## src/common/sram_pkg.sv

```systemverilog
package sram_pkg;

	// One 32-bit access takes this many cycles, split evenly into two halves.
	localparam int SRAM_CYCLES = 6;

	// Counter width inside the SRAM block.
	localparam int SRAM_CNT_W = $clog2(SRAM_CYCLES);

	// Request queue depth, also the host's request credits after reset.
	localparam int REQ_DEPTH = 4;

	// Response queue depth and its occupancy width.
	localparam int RSP_DEPTH = 4;
	localparam int RSP_CNT_W = $clog2(RSP_DEPTH + 1);

	// Response credits the host is assumed to grant out of reset.
	localparam int RSP_CREDITS = 2;
	localparam int RSP_CREDIT_W = 8;

	// External SRAM geometry, 256K x 16.
	localparam int SRAM_ADDR_W = 18;
	localparam int SRAM_DATA_W = 16;

	typedef struct packed {
		logic        write;
		logic [31:0] addr;
		logic [31:0] wdata;
	} mem_req_t;

	typedef struct packed {
		logic [31:0] rdata;
	} mem_rsp_t;

	// All strobes are active low.
	typedef struct packed {
		logic [SRAM_ADDR_W-1:0] addr;
		logic [SRAM_DATA_W-1:0] dout;
		logic                   dout_en;
		logic                   ce_n;
		logic                   oe_n;
		logic                   we_n;
		logic                   lb_n;
		logic                   ub_n;
	} sram_pins_t;

endpackage

```

## src/source/credit_fifo.sv

```systemverilog
`timescale 1ns/1ps

module credit_fifo #(
	parameter type T = logic [31:0],
	parameter int DEPTH = 4
) (
	input  logic                         i_clock,
	input  logic                         i_reset,
	input  logic                         i_push,
	input  T                             i_data,
	input  logic                         i_pop,
	output T                             o_data,
	output logic                         o_empty,
	output logic [$clog2(DEPTH+1)-1:0]   o_count
);
	localparam int PTR_W = (DEPTH > 1) ? $clog2(DEPTH) : 1;

	T mem [DEPTH];

	logic [PTR_W-1:0] wr_ptr;
	logic [PTR_W-1:0] rd_ptr;
	logic             do_pop;

	// Sender holds credits, so a push never meets a full buffer.
	assign do_pop  = i_pop && !o_empty;
	assign o_empty = (o_count == '0);

	// Head entry shows without waiting for a pop.
	assign o_data = mem[rd_ptr];

	always_ff @(posedge i_clock) begin
		if (i_push)
			mem[wr_ptr] <= i_data;
	end

	always_ff @(posedge i_clock) begin
		if (i_reset) begin
			wr_ptr  <= '0;
			rd_ptr  <= '0;
			o_count <= '0;
		end else begin
			if (i_push)
				wr_ptr <= (wr_ptr == PTR_W'(DEPTH - 1)) ? '0 : wr_ptr + 1'b1;
			if (do_pop)
				rd_ptr <= (rd_ptr == PTR_W'(DEPTH - 1)) ? '0 : rd_ptr + 1'b1;

			// Simultaneous push and pop leave occupancy unchanged.
			if (i_push && !do_pop)
				o_count <= o_count + 1'b1;
			else if (!i_push && do_pop)
				o_count <= o_count - 1'b1;
		end
	end

endmodule

```

## src/sram/sram_interface.sv

```systemverilog
`timescale 1ns/1ps

module sram_interface import sram_pkg::*; (
	input  logic                   i_clock,
	input  logic                   i_reset,
	input  logic                   i_request,
	input  logic                   i_rw,
	input  logic [31:0]            i_address,
	input  logic [31:0]            i_wdata,
	input  logic [SRAM_DATA_W-1:0] i_sram_d,
	output logic [31:0]            o_rdata,
	output logic                   o_ready,
	output sram_pins_t             o_sram
);
	localparam int HALF = SRAM_CYCLES / 2;

	logic [SRAM_CNT_W-1:0] count;
	logic                  upper_half;
	logic                  is_write;
	logic                  is_read;

	assign is_write   = i_request && i_rw;
	assign is_read    = i_request && !i_rw;
	assign upper_half = (count >= SRAM_CNT_W'(HALF));

	// Ready during the last cycle of the window.
	assign o_ready = i_request && (count == SRAM_CNT_W'(SRAM_CYCLES - 1));

	// Pin outputs follow the counter directly.
	always_comb begin
		o_sram = '0;

		// Even halfword holds bits 15:0, odd holds bits 31:16.
		o_sram.addr = {i_address[18:2], upper_half};

		o_sram.ce_n = !i_request;
		o_sram.oe_n = !is_read;

		// Write pulse in the first cycle of each half.
		// The SRAM stores on the rising edge one cycle later.
		o_sram.we_n = 1'b1;
		if (is_write && (count == '0 || count == SRAM_CNT_W'(HALF)))
			o_sram.we_n = 1'b0;

		o_sram.dout_en = is_write;
		if (is_write)
			o_sram.dout = upper_half ? i_wdata[31:16] : i_wdata[15:0];

		// Full-word accesses only.
		o_sram.lb_n = 1'b0;
		o_sram.ub_n = 1'b0;
	end

	// Window counter, cleared by the idle cycle between accesses.
	always_ff @(posedge i_clock) begin
		if (i_reset) begin
			count <= '0;
		end else if (!i_request) begin
			count <= '0;
		end else if (count != SRAM_CNT_W'(SRAM_CYCLES - 1)) begin
			count <= count + 1'b1;
		end
	end

	// Sample each halfword through its half; the last sample of the half stands.
	always_ff @(posedge i_clock) begin
		if (is_read) begin
			if (upper_half)
				o_rdata[31:16] <= i_sram_d;
			else
				o_rdata[15:0] <= i_sram_d;
		end
	end

endmodule

```

## src/source/mem_sequencer.sv

```systemverilog
`timescale 1ns/1ps

module mem_sequencer import sram_pkg::*; (
	input  logic                 i_clock,
	input  logic                 i_reset,
	input  logic                 i_req_empty,
	input  mem_req_t             i_req_head,
	input  logic [RSP_CNT_W-1:0] i_rsp_count,
	input  logic                 i_rsp_empty,
	input  logic                 i_rsp_credit,
	input  logic                 i_access_ready,
	input  logic [31:0]          i_access_rdata,
	output logic                 o_req_pop,
	output logic                 o_req_credit,
	output logic                 o_access_req,
	output logic                 o_access_rw,
	output logic [31:0]          o_access_addr,
	output logic [31:0]          o_access_wdata,
	output logic                 o_rsp_push,
	output mem_rsp_t             o_rsp_data,
	output logic                 o_rsp_pop,
	output logic                 o_rsp_valid
);
	typedef enum logic [1:0] {
		ST_IDLE,
		ST_ACCESS,
		ST_FINISH
	} state_t;

	state_t                  state;
	mem_req_t                req_q;
	logic [RSP_CNT_W:0]      slots_used;
	logic [RSP_CREDIT_W-1:0] rsp_credits;

	// A read being pushed this cycle already holds its slot.
	assign slots_used = {1'b0, i_rsp_count} + {{RSP_CNT_W{1'b0}}, o_rsp_push};

	// Next request may be taken while idle or in the finish cycle.
	assign o_req_pop = (state == ST_IDLE || state == ST_FINISH) && !i_req_empty &&
		(i_req_head.write || slots_used < (RSP_CNT_W+1)'(RSP_DEPTH));
	assign o_req_credit = o_req_pop;

	assign o_access_req   = (state == ST_ACCESS);
	assign o_access_rw    = req_q.write;
	assign o_access_addr  = req_q.addr;
	assign o_access_wdata = req_q.wdata;

	assign o_rsp_push       = (state == ST_FINISH) && !req_q.write;
	assign o_rsp_data.rdata = i_access_rdata;

	// One response per host credit.
	assign o_rsp_valid = (rsp_credits != '0) && !i_rsp_empty;
	assign o_rsp_pop   = o_rsp_valid;

	always_ff @(posedge i_clock) begin
		if (o_req_pop)
			req_q <= i_req_head;
	end

	always_ff @(posedge i_clock) begin
		if (i_reset) begin
			state <= ST_IDLE;
		end else begin
			case (state)
				ST_IDLE:   if (o_req_pop) state <= ST_ACCESS;
				ST_ACCESS: if (i_access_ready) state <= ST_FINISH;
				ST_FINISH: state <= o_req_pop ? ST_ACCESS : ST_IDLE;
				default:   state <= ST_IDLE;
			endcase
		end
	end

	always_ff @(posedge i_clock) begin
		if (i_reset) begin
			rsp_credits <= RSP_CREDIT_W'(RSP_CREDITS);
		end else if (i_rsp_credit && !o_rsp_valid) begin
			rsp_credits <= rsp_credits + 1'b1;
		end else if (!i_rsp_credit && o_rsp_valid) begin
			rsp_credits <= rsp_credits - 1'b1;
		end
	end

endmodule

```

## src/source/sram_subsystem.sv

```systemverilog
`timescale 1ns/1ps

module sram_subsystem import sram_pkg::*; (
	input  logic                   i_clock,
	input  logic                   i_reset,
	input  logic                   i_req_valid,
	input  mem_req_t               i_req,
	input  logic                   i_rsp_credit,
	input  logic [SRAM_DATA_W-1:0] i_sram_d,
	output logic                   o_req_credit,
	output logic                   o_rsp_valid,
	output mem_rsp_t               o_rsp,
	output sram_pins_t             o_sram
);
	mem_req_t             req_head;
	logic                 req_empty;
	logic                 req_pop;
	mem_rsp_t             rsp_data;
	logic                 rsp_push;
	logic                 rsp_pop;
	logic                 rsp_empty;
	logic [RSP_CNT_W-1:0] rsp_count;
	logic                 access_req;
	logic                 access_rw;
	logic [31:0]          access_addr;
	logic [31:0]          access_wdata;
	logic                 access_ready;
	logic [31:0]          access_rdata;

	// Host credits guarantee space, so every valid cycle is a push.
	credit_fifo #(.T(mem_req_t), .DEPTH(REQ_DEPTH)) u_req_fifo (
		.i_clock(i_clock), .i_reset(i_reset),
		.i_push(i_req_valid), .i_data(i_req), .i_pop(req_pop),
		.o_data(req_head), .o_empty(req_empty), .o_count()
	);

	credit_fifo #(.T(mem_rsp_t), .DEPTH(RSP_DEPTH)) u_rsp_fifo (
		.i_clock(i_clock), .i_reset(i_reset),
		.i_push(rsp_push), .i_data(rsp_data), .i_pop(rsp_pop),
		.o_data(o_rsp), .o_empty(rsp_empty), .o_count(rsp_count)
	);

	mem_sequencer u_sequencer (
		.i_clock(i_clock), .i_reset(i_reset),
		.i_req_empty(req_empty), .i_req_head(req_head),
		.i_rsp_count(rsp_count), .i_rsp_empty(rsp_empty), .i_rsp_credit(i_rsp_credit),
		.i_access_ready(access_ready), .i_access_rdata(access_rdata),
		.o_req_pop(req_pop), .o_req_credit(o_req_credit),
		.o_access_req(access_req), .o_access_rw(access_rw),
		.o_access_addr(access_addr), .o_access_wdata(access_wdata),
		.o_rsp_push(rsp_push), .o_rsp_data(rsp_data),
		.o_rsp_pop(rsp_pop), .o_rsp_valid(o_rsp_valid)
	);

	sram_interface u_sram (
		.i_clock(i_clock), .i_reset(i_reset),
		.i_request(access_req), .i_rw(access_rw),
		.i_address(access_addr), .i_wdata(access_wdata), .i_sram_d(i_sram_d),
		.o_rdata(access_rdata), .o_ready(access_ready), .o_sram(o_sram)
	);

endmodule

```

## config.mk

```make
export PLATFORM = sky130hd
export DESIGN_NAME = sram_subsystem
export DESIGN_NICKNAME = d
export VERILOG_FILES = /design/src/common/sram_pkg.sv /design/src/source/credit_fifo.sv /design/src/sram/sram_interface.sv /design/src/source/mem_sequencer.sv /design/src/source/sram_subsystem.sv
export SDC_FILE = /design/constraint.sdc
export NUM_CORES = 1
export LEC_CHECK = 0
export BUFFER_PORTS_ARGS = -buffer_cell sky130_fd_sc_hd__buf_2
export CORE_MARGIN = 2
export CORE_UTILIZATION = 30
export DETAILED_ROUTE_END_ITERATION = 16
export REMOVE_ABC_BUFFERS = 1
export SYNTH_ARGS = -nofsm -noshare
export SYNTH_HDL_FRONTEND = slang
export SYNTH_SLANG_ARGS = --single-unit
```

## constraint.sdc

```tcl
create_clock -name i_clock -period 3.7 [get_ports i_clock]
set_input_delay 0.555 -clock i_clock [delete_from_list [all_inputs] [get_ports i_clock]]
set_output_delay 0.555 -clock i_clock [all_outputs]
set_load 0.02 [all_outputs]
```

; ---- Yosys cells after proc, flatten, opt, wreduce, memory -nomap -nowiden
; Memories as Yosys holds them, arrays and structs flattened. A register that Yosys moved wholly into a read port is not among the register bits.
; Index checks and enable logic that the tools add are counted.
[classes]
addsub = 12
magnitude_cmp = 2
eq_ne = 11
muxes = 25
n_bitwise = 2
reduce_logical = 42
[op_table]
columns = op, n
row1 = two-way mux 16 bit, 2
row2 = two-way mux 2 bit, 10
row3 = logical AND 1 bit, 16
row4 = two-way mux 8 bit, 2
row5 = two-way mux 3 bit, 4
row6 = zero test 1 bit, 11
row7 = == test 2 bit (second input constant), 5
row8 = adder 3 x 1 -> 3 bit (second input constant), 3
row9 = zero test 3 bit, 3
row10 = adder 2 x 1 -> 2 bit (second input constant), 4
row11 = adder 8 x 1 -> 8 bit (second input constant), 1
row12 = nonzero test 8 bit, 1
row13 = subtractor 8 x 1 -> 8 bit (second input constant), 1
row14 = two-way mux 1 bit, 6
row15 = case mux 2 bit (3 select lines), 1
row16 = AND reduction 2 bit, 3
row17 = nonzero test 2 bit, 3
row18 = subtractor 3 x 1 -> 3 bit (second input constant), 2
row19 = adder 3 x 1 -> 4 bit, 1
row20 = < comparator 4 x 3 -> 1 bit (second input constant), 1
row21 = != test 2 bit (second input constant), 2
row22 = == test 3 x 2 -> 1 bit (second input constant), 1
row23 = == test 3 bit (second input constant), 1
row24 = greater-or-equal comparator 3 x 2 -> 1 bit (second input constant), 1
row25 = other kinds (6), 9
[word_totals]
regBits = 111
ramBits = 388
in_bits = 85
out_inout_bits = 74
memories = 2
[mem_list]
columns = memory, depth, width, rd, rd_clocked_by_memory_dff, wr, line_no
row1 = u_req_fifo.mem, 4, 65, 1, 1, 1, credit_fifo.sv:18  ; T mem [DEPTH];
row2 = u_rsp_fifo.mem, 4, 32, 1, 1, 1, credit_fifo.sv:18

; ---- Longest topological paths before layout
[depth]
word_depth = 10
ltp_mapped = 11

; ---- Hierarchy
; A second synthesis with hierarchy kept.
[unflattened]
cells_unflattened = 912
hier_area_um2 = 19608.8
[modules_own_cells]
columns = mod, instances, cells_each, area_each_um2, seq_area_each_um2
row1 = credit_fifo (u_req_fifo), 1, 383, 9867.0, 7987.7
row2 = credit_fifo (u_rsp_fifo), 1, 211, 5109.9, 4023.9
row3 = mem_sequencer, 1, 176, 2879.0, 2152.1
row4 = sram_interface, 1, 142, 1752.9, 1021.0

; ---- Worst setup path before layout
; OpenSTA, ideal clock, no wires.
[synth_path]
path_kind = register -> register
start = reg u_sequencer.rsp_credits[0]
end = reg u_sequencer.rsp_credits[7]
arrival_ps = 2899
t_required_ps = 3579
path_slack_ps = 680
path_stages_with_launch = 12
path_buffers = 0
synth_period_minus_slack_ps = 3020
cell_sequence = dfxtp_1 > nor4_1 > a21oi_1 > inv_1 > ha_1 > inv_1 > ha_1 > a21o_1 > a31o_2 > o21a_1 > o21bai_1 > mux2_2
[synth_between]
elab_chain_cells = 5
[synth_lines]
columns = element, line_no
row1 = from (decl), mem_sequencer.sv:33  ; logic [RSP_CREDIT_W-1:0] rsp_credits;
row2 = from (signal assigned), mem_sequencer.sv:75  ; rsp_credits <= RSP_CREDIT_W'(RSP_CREDITS);
row3 = from (signal assigned), mem_sequencer.sv:77  ; rsp_credits <= rsp_credits + 1'b1;
row4 = from (signal assigned), mem_sequencer.sv:79  ; rsp_credits <= rsp_credits - 1'b1;
row5 = nonzero test 8 bit (*), mem_sequencer.sv:52  ; assign o_rsp_valid = (rsp_credits != '0) && !i_rsp_empty;
row6 = logical AND 1 bit (*), mem_sequencer.sv:52
row7 = net o_rsp_valid, sram_subsystem.sv:11  ; output logic o_rsp_valid,
row8 = zero test 1 bit, mem_sequencer.sv:76  ; end else if (i_rsp_credit && !o_rsp_valid) begin
row9 = logical AND 1 bit, mem_sequencer.sv:76
row10 = two-way mux 8 bit / nonzero test 2 bit (equally long branches), n/a
; Mark *: on every way through the listed nets, which the timed path passes. The rest lies on a longest branch. The select of a mux whose other input is x is not followed.
; A chain may end at the register's enable or synchronous reset.

==> flow_summary.toml <==
[die]
die_w_um = 237
rows = 85
floorplan.initialDensity = 0.302
core_area_mm2 = 0.0537
floorplan.die.height_um = 237
dieArea_mm2 = 0.0560
ios = 159

[timing]
timing.clock.skew_ns = 0.0186
final_min_period_over_clock_period = 0.847
finalSetupViolCount = 0
hold_violations = 0
crit_path_setup_slack_layout_ns = 0.567
timing.max_slew.rel_slack = 0.384
grt_setup_unrepaired = "false"
clock.fmax_ghz = 0.319
finalSetupTns_ns = 0
worst-slew-pin-transition_ns = 0.925
maxSlewViolCount = 0
final_period_minus_worst_setup_slack_ns = 3.13

[clock_network]
post-cts-setup-buffers = 0
cts_max_level = 2
cts_made_buffers = 45
cts_num_sinks = 441
holdBufCountCts = 0
clock_latency_ns = 0.55
post_cts.resized_instances = 0
clkTransAtPathRegs_ns = 0.06
maximum_clock_insertion_buffer_count = 3
cts_root_buffer = "sky130_fd_sc_hd__clkbuf_16"
tritoncts = "yes"

[layout]
final_layout_size_suffix_gt1_frac = 0.326
finalCoreUtilization = 0.358
net_total_in_the_final_layout = 1054
growth_of_design_area_from_synthesis_to_finish_pct = 18.5

[critical_path]
worst_ep_required_time_ns = 3.14
reg2reg_setup_slack_ns = 0.68
start_kind = "flop"
critical_path.cell_chain = "ha_1, ha_1, a211oi_4, buf_4, nand2_1, a21oi_1, buf_2"
critPathKind = "flop to output pin"
critPathSlowestCell = "sky130_fd_sc_hd__dfxtp_1"
critPathMostFrequentCell = "sky130_fd_sc_hd__ha_1"
cp_max_fo = 17
critical-path-max-stage-delay_ns = 0.38
reg2reg_depth = 11
category_of_cells_accounting_for_the_largest_share_of_critical_path_delay = "buffers and inverters"
endpoint_kind = "output pin"
timing.critical_path.arrival_ns = 2.58
instance_count_on_the_critical_path = 7
cp_num_buf_inv = 2

[global_routing]
first_global_vias = 7877
global_route_wire_length_before_repair_um = 48500
global_route.overflow_total = 0
largest_net_degree_at_the_start_of_global_routing = 50
gr-usage-all-layers = 0.115
antenna_found_initial = 12

[min_path]
timing.hold.worst_path_depth = 1
hold_path.class = "input port to flop"

[run]
maxCapViolCount = 0

[place]
globalplace.congestion = 0.682
pre_cts_slack_ns = 0.634
detailedPlacementHpwl_um = 19600
io_buffers = 141

[run_status]
run_status = "finished clean"

[logic_synthesis]
synthesis.yosys.warnings = 0
synth-seq-cells = 441
syn-mean-instance-area_um2 = 21.3
mappedNetlistArea_mm2 = 0.0162
synth_top_flop_cell = "sky130_fd_sc_hd__edfxtp_1"
register_area_share_after_synthesis = 0.796
synth.area.top_cells = "sky130_fd_sc_hd__edfxtp_1, sky130_fd_sc_hd__mux4_2, sky130_fd_sc_hd__dfxtp_1"
most_area_hungry_cell_type_in_the_yosys_netlist = "sky130_fd_sc_hd__edfxtp_1"
synth-async-reset-ratio = 0
number_of_library_cell_types_mapped_by_synthesis = 41
netlist_instances = 763
synth_top_area_frac = 0.758
synth-edff-count = 410

[power_and_ir_drop]
power_per_cell_area_mw_per_mm2 = 723
totalPowerFinal_mw = 13.9
p_leak_nw = 6.46
maximum_vdd_ir_drop_v = 0.000473

[drt]
drt_antenna_net_count = 0
post_drt_via_cell_ratio = 4.51
wl_um = 32100
drt_pre_antenna_iters = 6
detail_route.wl_per_cell_um = 19.2
detail_route.drc_violations = 0
routed-via-count = 7552
initialDrtViolationCount = 397
## cell type report
cell class              instances  area, µm²
fillers                      4937      34500
clock inverters                20        125
flip-flops and latches        441      12900
well taps                     696        871
multi-input cells             276       3130
repair buffers                162        876
diodes                          3       7.51
clock buffers                  60       1240
inverters                      17       63.8
## final timing paths
kind,to,start
worst max-delay path,o_sram[11],u_sram.count[0]
worst min-delay path,u_sram.o_rdata[17],i_sram_d[1]
worst max register to register,u_sequencer.rsp_credits[7],u_sequencer.rsp_credits[0]
worst min register to register,u_rsp_fifo.mem[0][30],u_sram.o_rdata[30]
## stage by stage
| stage | cell area, µm² | cells | hold slack [ns] |
|---|---|---|---|
| after floorplan | 16100 | 734 | 0.452 |
| after global placement | 17900 | 1592 | 0.469 |
| after detailed placement | 17900 | 1592 | 0.483 |
| after CTS | 19200 | 1672 | 0.180 |
| after global routing | 19200 | 1672 | 0.181 |
| final | 19200 | 1675 | 0.214 |
## per-layer routing
| layer | wire length, µm | vias to the layer above | share of wire | track usage |
|---|---|---|---|---|
| met1 | 13600 | 3859 | 0.42 | 0.145 |
| met5 | 146 | - | 0.0045 | 0 |
| li1 | - | 3424 | - | - |
| met2 | 15200 | 183 | 0.47 | 0.187 |
| met3 | 2590 | 64 | 0.081 | 0.0445 |
| met4 | 538 | 22 | 0.017 | 0.0269 |
## Yosys cell counts, types with 2 or more instances
master and instances:
sky130_fd_sc_hd__inv_1 16, sky130_fd_sc_hd__buf_1 7, sky130_fd_sc_hd__nor2b_1 2, sky130_fd_sc_hd__nor4_1 2
sky130_fd_sc_hd__mux4_2 82, sky130_fd_sc_hd__or3_1 3, sky130_fd_sc_hd__nor3_1 5, sky130_fd_sc_hd__ha_1 23
sky130_fd_sc_hd__a21oi_1 31, sky130_fd_sc_hd__o21ai_0 3, sky130_fd_sc_hd__a31oi_1 3, sky130_fd_sc_hd__and2_1 8
sky130_fd_sc_hd__dfxtp_1 31, sky130_fd_sc_hd__a21o_1 4, sky130_fd_sc_hd__nor2_1 26, sky130_fd_sc_hd__clkbuf_1 9
sky130_fd_sc_hd__fa_1 3, sky130_fd_sc_hd__buf_2 8, sky130_fd_sc_hd__xor2_1 7, sky130_fd_sc_hd__edfxtp_1 410
sky130_fd_sc_hd__buf_4 5, sky130_fd_sc_hd__xnor2_1 3, sky130_fd_sc_hd__mux2i_1 8, sky130_fd_sc_hd__nand2_1 44
sky130_fd_sc_hd__nand3_1 4
## sequential cells by signal, indices dropped and copies added (netlist names), named ones only
signal,cells
u_req_fifo.mem,200
u_rsp_fifo.mem,128
u_sequencer.o_access_wdata,32
u_sram.o_rdata,32
u_sequencer.o_access_addr,17
u_sequencer.rsp_credits,8
u_req_fifo.o_count,3
u_rsp_fifo.o_count,3
u_sram.count,3
u_req_fifo.rd_ptr,2
u_req_fifo.wr_ptr,2
u_rsp_fifo.rd_ptr,2
u_rsp_fifo.wr_ptr,2
u_sequencer.state,2
u_sequencer.o_access_rw,1
## worst reg2reg max path, delay by kind of cell, from the launching register on
family / cells / cell delay, ns
AOI/OAI and AO/OA: 5 / 1.10
adders and majority gates: 2 / 0.59
DFF: 1 / 0.41
buffers and inverters: 2 / 0.39
muxes: 1 / 0.34
and+or+nand+nor: 1 / 0.09
## where the power goes
| part | switching [mW] | internal (mW) | total [mW] | leakage (nW) |
|---|---|---|---|---|
| clock network | 1.78 | 2.41 | 4.19 | 0.664 |
| registers | 0.283 | 6.17 | 6.45 | 4.01 |
| logic | 1.90 | 1.36 | 3.26 | 1.79 |
| total | 3.97 | 9.94 | 13.9 | 6.46 |
## kinds of logic (layout without fill, tap and decap cells)
logic type,after synthesis,in the layout,synth area share
AOI/OAI and AO/OA,48,48,0.0176
other,1,5,0.000231
muxes,91,91,0.119
xor gates and xnor gates,10,10,0.00539
buffers and inverters,47,259,0.0127
and+or+nand+nor,99,99,0.0273
DFF,441,441,0.796
adders and majority gates,26,26,0.0214
## layout by cell type (no fill, tap or decap), types with 2 or more instances in the layout
cell type,instances
sky130_fd_sc_hd__a21o_1,4
sky130_fd_sc_hd__a21oi_1,31
sky130_fd_sc_hd__a31oi_1,3
sky130_fd_sc_hd__and2_1,4
sky130_fd_sc_hd__and2_2,4
sky130_fd_sc_hd__buf_2,141
sky130_fd_sc_hd__buf_4,20
sky130_fd_sc_hd__clkbuf_1,11
sky130_fd_sc_hd__clkbuf_16,47
sky130_fd_sc_hd__clkinv_1,11
sky130_fd_sc_hd__clkinv_2,4
sky130_fd_sc_hd__conb_1,2
sky130_fd_sc_hd__dfxtp_1,28
sky130_fd_sc_hd__dfxtp_2,2
sky130_fd_sc_hd__diode_2,3
sky130_fd_sc_hd__edfxtp_1,410
sky130_fd_sc_hd__fa_1,3
sky130_fd_sc_hd__ha_1,23
sky130_fd_sc_hd__inv_1,15
sky130_fd_sc_hd__inv_2,2
sky130_fd_sc_hd__inv_6,3
sky130_fd_sc_hd__mux2i_1,8
sky130_fd_sc_hd__mux4_2,82
sky130_fd_sc_hd__nand2_1,44
sky130_fd_sc_hd__nand3_1,4
sky130_fd_sc_hd__nor2_1,24
sky130_fd_sc_hd__nor2_2,2
sky130_fd_sc_hd__nor2b_1,2
sky130_fd_sc_hd__nor3_1,5
sky130_fd_sc_hd__nor4_1,2
sky130_fd_sc_hd__o21ai_0,3
sky130_fd_sc_hd__or3_1,3
sky130_fd_sc_hd__xnor2_1,3
sky130_fd_sc_hd__xor2_1,7
No activity file was read; power rests on OpenSTA's default activity.
